===== config.mk =====
export PLATFORM = sky130hd
export DESIGN_NAME = cpu_top
export DESIGN_NICKNAME = d
export VERILOG_FILES = /design/src/cpu_pkg.sv /design/src/bus_unit.sv /design/src/cpu_top.sv /design/src/decoder.sv /design/src/program_counter.sv /design/src/stack_adder.sv /design/src/timing_ctrl.sv
export SDC_FILE = /design/constraint.sdc
export NUM_CORES = 1
export LEC_CHECK = 0
export ABC_AREA = 0
export BUFFER_PORTS_ARGS = -buffer_cell sky130_fd_sc_hd__buf_2
export CAP_MARGIN = 5
export CORE_ASPECT_RATIO = 1.4
export CORE_MARGIN = 2
export CORE_UTILIZATION = 45
export DETAILED_ROUTE_END_ITERATION = 10
export HOLD_SLACK_MARGIN = 0.1
export PLACE_DENSITY_LB_ADDON = 0.08
export SLEW_MARGIN = 0
export SYNTH_ARGS = -nofsm -noshare
export SYNTH_HDL_FRONTEND = slang
export SYNTH_SLANG_ARGS = --single-unit
export TNS_END_PERCENT = 5

===== constraint.sdc =====
create_clock -name i_clk -period 4.85 [get_ports i_clk]
set_input_delay 0.97 -clock i_clk [delete_from_list [all_inputs] [get_ports i_clk]]
set_output_delay 0.97 -clock i_clk [all_outputs]
set_load 0.02 [all_outputs]

===== src/cpu_pkg.sv =====
//##########################################################
// cpu package
// shared widths, timing states, opcodes and vector bytes
// for the 6502 front-end model
//##########################################################
`default_nettype none

package cpu_pkg;

    typedef logic [15:0] addr_t;
    typedef logic [7:0]  data_t;

    // timing control unit states
    typedef enum logic [3:0] {
        T0 = 4'd0,
        T1 = 4'd1,
        T2 = 4'd2,
        T3 = 4'd3,
        T4 = 4'd4,
        T5 = 4'd5,
        T6 = 4'd6,
        T7 = 4'd7
    } tcu_t;

    localparam data_t OPCODE_BRK = 8'h00;
    localparam data_t OPCODE_NOP = 8'hEA;

    // reset vector lives at FFFC/FFFD
    localparam data_t VEC_RESET_LO = 8'hFC;
    localparam data_t VEC_RESET_HI = 8'hFD;

    localparam data_t STACK_PAGE = 8'h01;

    // reset enters the BRK sequence at the first stack cycle
    localparam tcu_t TCU_RESET = T2;

endpackage

`default_nettype wire


===== src/bus_unit.sv =====
//##########################################################
// bus unit
// ADL/ADH/DB internal buses and the external address
//##########################################################
`default_nettype none

module bus_unit (
    input  wire                 i_dl_db,
    input  wire                 i_dl_adh,
    input  wire                 i_pcl_adl,
    input  wire                 i_pch_adh,
    input  wire                 i_add_adl,
    input  wire                 i_zero_adl0,
    input  wire                 i_zero_adl1,
    input  wire                 i_zero_adh1_7,
    input  wire                 i_adl_abl,
    input  wire                 i_adh_abh,
    input  wire cpu_pkg::data_t i_pcl,
    input  wire cpu_pkg::data_t i_pch,
    input  wire cpu_pkg::data_t i_s,
    input  wire cpu_pkg::data_t i_add,
    input  wire cpu_pkg::data_t i_data,

    output cpu_pkg::data_t o_adl,
    output cpu_pkg::data_t o_adh,
    output cpu_pkg::data_t o_db,
    output cpu_pkg::addr_t o_addr
);

    cpu_pkg::data_t vec_pattern;

    // precharged ADL with the vector pull-downs on bits 0 and 1
    assign vec_pattern = ~{6'b000000, i_zero_adl1, i_zero_adl0};

    // S arrives already precharged when not selected
    assign o_adl = i_pcl_adl ? i_pcl :
                   i_add_adl ? i_add :
                   (i_s & vec_pattern);

    always_comb
    begin
        if (i_pch_adh)
        begin
            o_adh = i_pch;
        end
        else if (i_dl_adh)
        begin
            o_adh = i_data;
        end
        else if (i_zero_adh1_7)
        begin
            // stack page
            o_adh = cpu_pkg::STACK_PAGE;
        end
        else
        begin
            o_adh = 8'hFF;
        end
    end

    assign o_db = i_dl_db ? i_data : 8'hFF;

    // unselected address halves see the precharged vector page
    assign o_addr = {i_adh_abh ? o_adh : 8'hFF, i_adl_abl ? o_adl : vec_pattern};

endmodule

`default_nettype wire


===== src/cpu_top.sv =====
//##########################################################
// cpu top
// decode ROM, timing, PC, stack/adder and bus unit
//##########################################################
`default_nettype none

module cpu_top #(
    parameter cpu_pkg::data_t S_RESET = 8'h00
) (
    input  wire                 i_clk,
    input  wire                 i_reset,
    input  wire cpu_pkg::data_t i_data,

    output cpu_pkg::addr_t o_addr,
    output logic           o_rw,
    output logic           o_sync
);

    cpu_pkg::tcu_t  tcu;
    cpu_pkg::tcu_t  tcu_next;
    cpu_pkg::data_t ir;

    // control strobes
    logic pcl_pcl, adl_pcl, i_pc, pch_pch, adh_pch;
    logic s_adl, sb_s, adl_add, sb_add, db_add, zero_add, sums, add_sb;
    logic dl_db, dl_adh, pcl_adl, pch_adh, add_adl;
    logic zero_adl0, zero_adl1, zero_adh1_7, adl_abl, adh_abh;

    // datapath values
    cpu_pkg::data_t pcl;
    cpu_pkg::data_t pch;
    cpu_pkg::data_t s;
    cpu_pkg::data_t add;
    cpu_pkg::data_t adl;
    cpu_pkg::data_t adh;
    cpu_pkg::data_t db;

    decoder u_decoder (
        .i_ir          (ir),
        .i_tcu         (tcu),
        .o_tcu         (tcu_next),
        .o_sync        (o_sync),
        .o_rw          (o_rw),
        .o_pcl_pcl     (pcl_pcl),
        .o_adl_pcl     (adl_pcl),
        .o_i_pc        (i_pc),
        .o_pch_pch     (pch_pch),
        .o_adh_pch     (adh_pch),
        .o_s_adl       (s_adl),
        .o_sb_s        (sb_s),
        .o_adl_add     (adl_add),
        .o_sb_add      (sb_add),
        .o_db_add      (db_add),
        .o_zero_add    (zero_add),
        .o_sums        (sums),
        .o_add_sb      (add_sb),
        .o_dl_db       (dl_db),
        .o_dl_adh      (dl_adh),
        .o_pcl_adl     (pcl_adl),
        .o_pch_adh     (pch_adh),
        .o_add_adl     (add_adl),
        .o_zero_adl0   (zero_adl0),
        .o_zero_adl1   (zero_adl1),
        .o_zero_adh1_7 (zero_adh1_7),
        .o_adl_abl     (adl_abl),
        .o_adh_abh     (adh_abh)
    );

    timing_ctrl u_timing_ctrl (
        .i_clk      (i_clk),
        .i_reset    (i_reset),
        .i_tcu_next (tcu_next),
        .i_sync     (o_sync),
        .i_data     (i_data),
        .o_tcu      (tcu),
        .o_ir       (ir)
    );

    program_counter u_program_counter (
        .i_clk     (i_clk),
        .i_reset   (i_reset),
        .i_pcl_pcl (pcl_pcl),
        .i_adl_pcl (adl_pcl),
        .i_pch_pch (pch_pch),
        .i_adh_pch (adh_pch),
        .i_i_pc    (i_pc),
        .i_adl     (adl),
        .i_adh     (adh),
        .o_pcl     (pcl),
        .o_pch     (pch)
    );

    stack_adder #(
        .S_RESET (S_RESET)
    ) u_stack_adder (
        .i_clk      (i_clk),
        .i_reset    (i_reset),
        .i_s_adl    (s_adl),
        .i_sb_s     (sb_s),
        .i_adl_add  (adl_add),
        .i_sb_add   (sb_add),
        .i_db_add   (db_add),
        .i_zero_add (zero_add),
        .i_sums     (sums),
        .i_add_sb   (add_sb),
        .i_adl      (adl),
        .i_db       (db),
        .o_s        (s),
        .o_add      (add)
    );

    bus_unit u_bus_unit (
        .i_dl_db       (dl_db),
        .i_dl_adh      (dl_adh),
        .i_pcl_adl     (pcl_adl),
        .i_pch_adh     (pch_adh),
        .i_add_adl     (add_adl),
        .i_zero_adl0   (zero_adl0),
        .i_zero_adl1   (zero_adl1),
        .i_zero_adh1_7 (zero_adh1_7),
        .i_adl_abl     (adl_abl),
        .i_adh_abh     (adh_abh),
        .i_pcl         (pcl),
        .i_pch         (pch),
        .i_s           (s),
        .i_add         (add),
        .i_data        (i_data),
        .o_adl         (adl),
        .o_adh         (adh),
        .o_db          (db),
        .o_addr        (o_addr)
    );

endmodule

`default_nettype wire


===== src/decoder.sv =====
//##########################################################
// decode ROM
// maps (IR, TCU) onto the datapath control lines and
// the next timing state
//##########################################################
`default_nettype none

module decoder (
    input  wire cpu_pkg::data_t i_ir,
    input  wire cpu_pkg::tcu_t  i_tcu,

    output cpu_pkg::tcu_t o_tcu,
    output logic          o_sync,
    output logic          o_rw,

    // program counter
    output logic o_pcl_pcl,
    output logic o_adl_pcl,
    output logic o_i_pc,
    output logic o_pch_pch,
    output logic o_adh_pch,

    // stack pointer and adder
    output logic o_s_adl,
    output logic o_sb_s,
    output logic o_adl_add,
    output logic o_sb_add,
    output logic o_db_add,
    output logic o_zero_add,
    output logic o_sums,
    output logic o_add_sb,

    // bus sources and address bus
    output logic o_dl_db,
    output logic o_dl_adh,
    output logic o_pcl_adl,
    output logic o_pch_adh,
    output logic o_add_adl,
    output logic o_zero_adl0,
    output logic o_zero_adl1,
    output logic o_zero_adh1_7,
    output logic o_adl_abl,
    output logic o_adh_abh
);

    logic is_brk;

    assign is_brk = (i_ir == cpu_pkg::OPCODE_BRK);

    always_comb
    begin
        // step to the next T state unless the column says otherwise
        o_tcu = cpu_pkg::tcu_t'(i_tcu + 4'd1);

        // every cycle is a read in this model
        o_rw = 1'b1;
        o_sync = 1'b0;

        o_pcl_pcl = 1'b0;
        o_adl_pcl = 1'b0;
        o_i_pc = 1'b0;
        o_pch_pch = 1'b0;
        o_adh_pch = 1'b0;
        o_s_adl = 1'b0;
        o_sb_s = 1'b0;
        o_adl_add = 1'b0;
        o_sb_add = 1'b0;
        o_db_add = 1'b0;
        o_zero_add = 1'b0;
        o_sums = 1'b0;
        o_add_sb = 1'b0;
        o_dl_db = 1'b0;
        o_dl_adh = 1'b0;
        o_pcl_adl = 1'b0;
        o_pch_adh = 1'b0;
        o_add_adl = 1'b0;
        o_zero_adl0 = 1'b0;
        o_zero_adl1 = 1'b0;
        o_zero_adh1_7 = 1'b0;
        o_adl_abl = 1'b0;
        o_adh_abh = 1'b0;

        case (i_tcu)
            cpu_pkg::T0:
            begin
                // opcode fetch at PC, then PC moves on
                o_sync = 1'b1;
                o_pcl_adl = 1'b1;
                o_adl_abl = 1'b1;
                o_pch_adh = 1'b1;
                o_adh_abh = 1'b1;
                o_pcl_pcl = 1'b1;
                o_pch_pch = 1'b1;
                o_i_pc = 1'b1;
            end
            cpu_pkg::T1:
            begin
                // PC on the address bus, no increment
                o_pcl_adl = 1'b1;
                o_adl_abl = 1'b1;
                o_pch_adh = 1'b1;
                o_adh_abh = 1'b1;
                if (!is_brk)
                begin
                    // NOP column, back to the fetch
                    o_pcl_pcl = 1'b1;
                    o_pch_pch = 1'b1;
                    o_tcu = cpu_pkg::T0;
                end
            end
            default:
            begin
                if (!is_brk)
                begin
                    // only BRK runs past T1
                    o_tcu = cpu_pkg::T0;
                end
                else
                begin
                    case (i_tcu)
                        cpu_pkg::T2:
                        begin
                            // read 01:S, ADD = S - 1
                            o_s_adl = 1'b1;
                            o_adl_abl = 1'b1;
                            o_zero_adh1_7 = 1'b1;
                            o_adh_abh = 1'b1;
                            o_adl_add = 1'b1;
                            o_sb_add = 1'b1;
                            o_sums = 1'b1;
                        end
                        cpu_pkg::T3:
                        begin
                            // read 01:ADD, decrement again
                            o_add_adl = 1'b1;
                            o_adl_abl = 1'b1;
                            o_zero_adh1_7 = 1'b1;
                            o_adh_abh = 1'b1;
                            o_adl_add = 1'b1;
                            o_sb_add = 1'b1;
                            o_sums = 1'b1;
                        end
                        cpu_pkg::T4:
                        begin
                            // read 01:ADD and write it back into S
                            o_add_adl = 1'b1;
                            o_adl_abl = 1'b1;
                            o_zero_adh1_7 = 1'b1;
                            o_adh_abh = 1'b1;
                            o_add_sb = 1'b1;
                            o_sb_s = 1'b1;
                        end
                        cpu_pkg::T5:
                        begin
                            // FFFC, low vector byte parked in ADD
                            o_zero_adl0 = 1'b1;
                            o_zero_adl1 = 1'b1;
                            o_adl_abl = 1'b1;
                            o_adh_abh = 1'b1;
                            o_dl_db = 1'b1;
                            o_db_add = 1'b1;
                            o_zero_add = 1'b1;
                            o_sums = 1'b1;
                        end
                        cpu_pkg::T6:
                        begin
                            // address FFFD comes from the precharged pattern,
                            // the buses carry the vector into PC
                            o_zero_adl1 = 1'b1;
                            o_dl_adh = 1'b1;
                            o_adh_pch = 1'b1;
                            o_add_adl = 1'b1;
                            o_adl_pcl = 1'b1;
                        end
                        cpu_pkg::T7:
                        begin
                            // first fetch at the vector
                            o_sync = 1'b1;
                            o_pcl_adl = 1'b1;
                            o_adl_abl = 1'b1;
                            o_pch_adh = 1'b1;
                            o_adh_abh = 1'b1;
                            o_pcl_pcl = 1'b1;
                            o_pch_pch = 1'b1;
                            o_i_pc = 1'b1;
                            o_tcu = cpu_pkg::T1;
                        end
                        default:
                        begin
                            o_tcu = cpu_pkg::T0;
                        end
                    endcase
                end
            end
        endcase
    end

endmodule

`default_nettype wire


===== src/program_counter.sv =====
//##########################################################
// program counter
// PCL/PCH with recirculate, bus load and 16-bit increment
//##########################################################
`default_nettype none

module program_counter (
    input  wire                 i_clk,
    input  wire                 i_reset,
    input  wire                 i_pcl_pcl,
    input  wire                 i_adl_pcl,
    input  wire                 i_pch_pch,
    input  wire                 i_adh_pch,
    input  wire                 i_i_pc,
    input  wire cpu_pkg::data_t i_adl,
    input  wire cpu_pkg::data_t i_adh,

    output cpu_pkg::data_t o_pcl,
    output cpu_pkg::data_t o_pch
);

    cpu_pkg::addr_t pc_src;
    cpu_pkg::addr_t pc_next;

    // each half picks its own register or the address bus
    assign pc_src = {i_adh_pch ? i_adh : o_pch, i_adl_pcl ? i_adl : o_pcl};

    // incrementer carries from PCL into PCH
    assign pc_next = pc_src + {15'd0, i_i_pc};

    always_ff @(posedge i_clk)
    begin
        if (i_reset)
        begin
            o_pcl <= 8'h00;
            o_pch <= 8'h00;
        end
        else
        begin
            if (i_pcl_pcl || i_adl_pcl)
            begin
                o_pcl <= pc_next[7:0];
            end
            if (i_pch_pch || i_adh_pch)
            begin
                o_pch <= pc_next[15:8];
            end
        end
    end

endmodule

`default_nettype wire


===== src/stack_adder.sv =====
//##########################################################
// stack pointer and adder
// S register, adder inputs and the ADD hold register
//##########################################################
`default_nettype none

module stack_adder #(
    parameter cpu_pkg::data_t S_RESET = 8'h00
) (
    input  wire                 i_clk,
    input  wire                 i_reset,
    input  wire                 i_s_adl,
    input  wire                 i_sb_s,
    input  wire                 i_adl_add,
    input  wire                 i_sb_add,
    input  wire                 i_db_add,
    input  wire                 i_zero_add,
    input  wire                 i_sums,
    input  wire                 i_add_sb,
    input  wire cpu_pkg::data_t i_adl,
    input  wire cpu_pkg::data_t i_db,

    output cpu_pkg::data_t o_s,
    output cpu_pkg::data_t o_add
);

    cpu_pkg::data_t s_reg;
    cpu_pkg::data_t a_op;
    cpu_pkg::data_t b_op;
    cpu_pkg::data_t sb;

    // A input, zero wins over the ADL load
    assign a_op = (i_adl_add && !i_zero_add) ? i_adl : 8'h00;

    // B input, precharged SB reads as all ones (the -1 operand)
    assign b_op = i_db_add ? i_db : (i_sb_add ? 8'hFF : 8'h00);

    // SB bus floats high unless ADD drives it
    assign sb = i_add_sb ? o_add : 8'hFF;

    always_ff @(posedge i_clk)
    begin
        if (i_sums)
        begin
            o_add <= a_op + b_op;
        end
    end

    always_ff @(posedge i_clk)
    begin
        if (i_reset)
        begin
            s_reg <= S_RESET;
        end
        else if (i_sb_s)
        begin
            s_reg <= sb;
        end
    end

    // S pulls the ADL bus only when selected
    assign o_s = i_s_adl ? s_reg : 8'hFF;

endmodule

`default_nettype wire


===== src/timing_ctrl.sv =====
//##########################################################
// timing control
// TCU and IR registers, reset enters the BRK sequence
//##########################################################
`default_nettype none

module timing_ctrl (
    input  wire                 i_clk,
    input  wire                 i_reset,
    input  wire cpu_pkg::tcu_t  i_tcu_next,
    input  wire                 i_sync,
    input  wire cpu_pkg::data_t i_data,

    output cpu_pkg::tcu_t  o_tcu,
    output cpu_pkg::data_t o_ir
);

    // T state follows the decode ROM every cycle
    always_ff @(posedge i_clk)
    begin
        if (i_reset)
        begin
            o_tcu <= cpu_pkg::TCU_RESET;
        end
        else
        begin
            o_tcu <= i_tcu_next;
        end
    end

    // opcode latched at the end of a fetch cycle
    always_ff @(posedge i_clk)
    begin
        if (i_reset)
        begin
            // reset runs as a forced BRK
            o_ir <= cpu_pkg::OPCODE_BRK;
        end
        else if (i_sync)
        begin
            o_ir <= i_data;
        end
    end

endmodule

`default_nettype wire


==> run metrics <==
Startpoint Class=register; CTS resizes=0; crit share post-route=0.867; RSZ-0062 raised after global routing=no; Final Setup Violations=0; antenna viol nets, final=0; Pre-Repair DR Iteration Count=5; switching power share of the total=0.542; number of global-route vias before repair=between 3,000 and 4,000; switching pwr=roughly 0.0015 W; FF/Latch Area=961 um^2; most frequent CP cell=a21oi_1; Clock Path Buffers=2; Int Pwr=roughly 0.0012 W; GRT overflow=0; Fmax=238 MHz; Hold Startpoint=u_stack_adder.s_reg[6]; area taken by multi-input logic gates=around 2200 um^2; fin. max-slew vios=0; Main synth FF type=dfxtp_1; DRC viols=0; Syn Inst Count=about 440; share of the yosys chip area belonging to registers=0.290; GP Congestion=0.919; VDD IR-drop max=between 0.3 and 0.4 mV; Num CTS Buffers=5; layout cells sized above 1=0.144; die area=between 8000 and 9000 um^2; PortBufs=26; syn_nets=461; Row Count=37; EDFF count, synth=8; WL per Instance=approximately 18 um; n_diodes=0; sequential group share of total power=0.212; worst slew pin tran=approximately 1 ns; PD cells=734 nW/um^2; Final nets=482; Arrival @ worst endpoint=~4.3 ns; FILL cells=740; Final WS setup=roughly 0.64 ns; Syn Area/Cell=about 7.6 um^2; cell area after synthesis=between 3000 and 4000 um^2; TritonCTS clock tree=done; CP max stage delay=roughly 0.80 ns; CORE AREA=7220 um^2; # hold bufs at CTS=0; maximum net fanout on the critical path=12; post-DP HPWL=around 7.6 mm; H-tree levels=2; first-pass GRT wire length=16.1 mm; Die X=approximately 76 um; Req. time, crit path=between 4 and 5 ns; run status=completed; max_slew headroom=0.330; Fin Setup TNS=0 ns; I/O Pins=28; vias per std cell=roughly 6; post-CTS setup buffer count=0; maxcap violations=0; DR vias=3,359; type of the worst setup path=reg -> reg; commonest cells after routing, fill and taps aside=nand2_1, nor2_1, a21oi_1; Critical Path, Cell by Cell=inv_1 > ha_1 > nor2_1 > nor3_1 > a21oi_1 > o21ai_0 > o22a_1 > nor2b_1 > ha_1 > a21o_1 > a21oi_1 > o21bai_1 > a21oi_1 > o21ai_0 > xor2_1; Initial DRC Count=about 330; Unique masters post-synth=a little under 70; count of final hold-check violations=0; asr flop ratio synth=0; Clock Sink Count=44; Seq cells post-synth=44; clock latency reported for the late side of the worst-skew pair=0.32 ns; CP max stage cell=a21oi_1; area growth from synthesis to layout=10.5%; Clock Power Share=0.090; largest net degree at the start of global routing=41; Clock Tree Root=clkbuf_8; Leakage=about 1.4 nW; initial antenna violation count=0; Clock transition at path regs=about 0.090 ns; Hold Crit Class=reg -> reg; most common cell after layout, fill and taps aside=nand2_1; Initial Util=0.458; Post-Place Setup Slack=roughly 0.65 ns; critical path startpoint=u_timing_ctrl.o_tcu[1]; r2r startpoint=u_timing_ctrl.o_tcu[1]; Tot GR Track Use=0.255; crit path time final=about 4.2 ns; Warnings, synthesis=0; Worst Skew=between 0.01 and 0.015 ns; DRT Wirelength=about 10 mm; CP Capture Type=register; Die Ht=about 110 um; Logic pwr share=0.698
cells by family (layout without fill, tap and decap cells):
kind of cell,count (synthesis),count (layout),synth area share
other,1,1,0.00113
adder cells (fa/ha/maj),14,14,0.0552
AND/OR/NAND/NOR,200,200,0.294
buffers and inverters,36,58,0.0439
XOR/XNOR,11,11,0.0291
multiplexers,21,21,0.0665
flip-flops,44,44,0.290
AO/OA/AOI/OAI,110,110,0.220
Yosys cell counts, types with 3 or more instances:
| cell | instances | area (um^2) |
|---|---|---|
| inv_1 | 10 | 37.5 |
| nand4_1 | 4 | 25.0 |
| o22a_1 | 3 | 26.3 |
| nor2b_1 | 6 | 37.5 |
| a22oi_1 | 3 | 22.5 |
| nand2b_1 | 4 | 25.0 |
| a21oi_1 | 40 | 200 |
| o211ai_1 | 8 | 60.1 |
| o21ai_0 | 14 | 70.1 |
| o31ai_1 | 3 | 22.5 |
| buf_2 | 5 | 25.0 |
| and2_1 | 3 | 18.8 |
| nor2_1 | 51 | 191 |
| o21bai_1 | 3 | 22.5 |
| nor3_1 | 14 | 70.1 |
| edfxtp_1 | 8 | 240 |
| nor4_1 | 7 | 43.8 |
| or3_1 | 3 | 18.8 |
| dfxtp_1 | 36 | 721 |
| nand3_1 | 14 | 70.1 |
| xnor2_1 | 6 | 52.6 |
| clkbuf_1 | 19 | 71.3 |
| a31oi_1 | 7 | 43.8 |
| mux2i_1 | 16 | 160 |
| or4_1 | 3 | 22.5 |
| mux2_2 | 4 | 45.0 |
| and3_1 | 3 | 18.8 |
| or2_2 | 3 | 18.8 |
| a21o_1 | 4 | 30.0 |
| nand2_1 | 70 | 263 |
| xor2_1 | 5 | 43.8 |
| ha_1 | 13 | 163 |
critical path: cells and delay by family (launching register included):
family / cells / cell delay, ns
XOR/XNOR: 1 / 0.17
adder cells (fa/ha/maj): 2 / 0.60
flip-flops: 1 / 0.38
AO/OA/AOI/OAI: 8 / 2.16
buffers and inverters: 1 / 0.08
AND/OR/NAND/NOR: 3 / 0.58
stage by stage:
step           total power [W]  hold WS [ns]  instances  utilization  area [um^2]
6_report               0.00268         0.475        556        0.506         3660
4_1_cts                0.00267         0.476        556        0.506         3660
5_1_grt                0.00287         0.495        556        0.506         3660
3_5_place_dp           0.00243         0.464        548        0.495         3570
2_1_floorplan          0.00184         0.432        437            -         3310
3_3_place_gp           0.00244         0.451        548        0.495         3570
path summary, 6_finish.rpt:
check / endpoint / slack (ns) / cells past startpoint
max: u_stack_adder.o_add[7] / 0.64 / 15
min: u_stack_adder.s_reg[6] / 0.47 / 2
max reg2reg: u_stack_adder.o_add[7] / 0.64 / 15
min reg2reg: u_stack_adder.s_reg[6] / 0.47 / 2
metal layers:
| metal | track usage | up-vias | share of wire |
|---|---|---|---|
| met2 | 0.459 | 117 | 0.51 |
| met5 | 0 | - | 0 |
| met1 | 0.299 | 1588 | 0.40 |
| li1 | - | 1622 | - |
| met4 | 0.116 | 0 | 0.041 |
| met3 | 0.0308 | 32 | 0.042 |
power groups by stage:
stage                     registers (W)  clock network (W)  logic (W)
after floorplan                0.000544                  0    0.00130
after global placement         0.000573                  0    0.00187
after detailed placement       0.000574                  0    0.00185
after CTS                      0.000566           0.000244    0.00186
after global routing           0.000576           0.000255    0.00204
final                          0.000568           0.000243    0.00187
final cells by class:
cell class                 count  area share
multi-input combinational    357       0.606
sequential                    44       0.263
clock buffer                   6      0.0198
clock inverter                 2     0.00308
tap                           97      0.0332
inverter                      10      0.0103
timing repair buffer          40      0.0643
(Power assumes the default switching activity.)
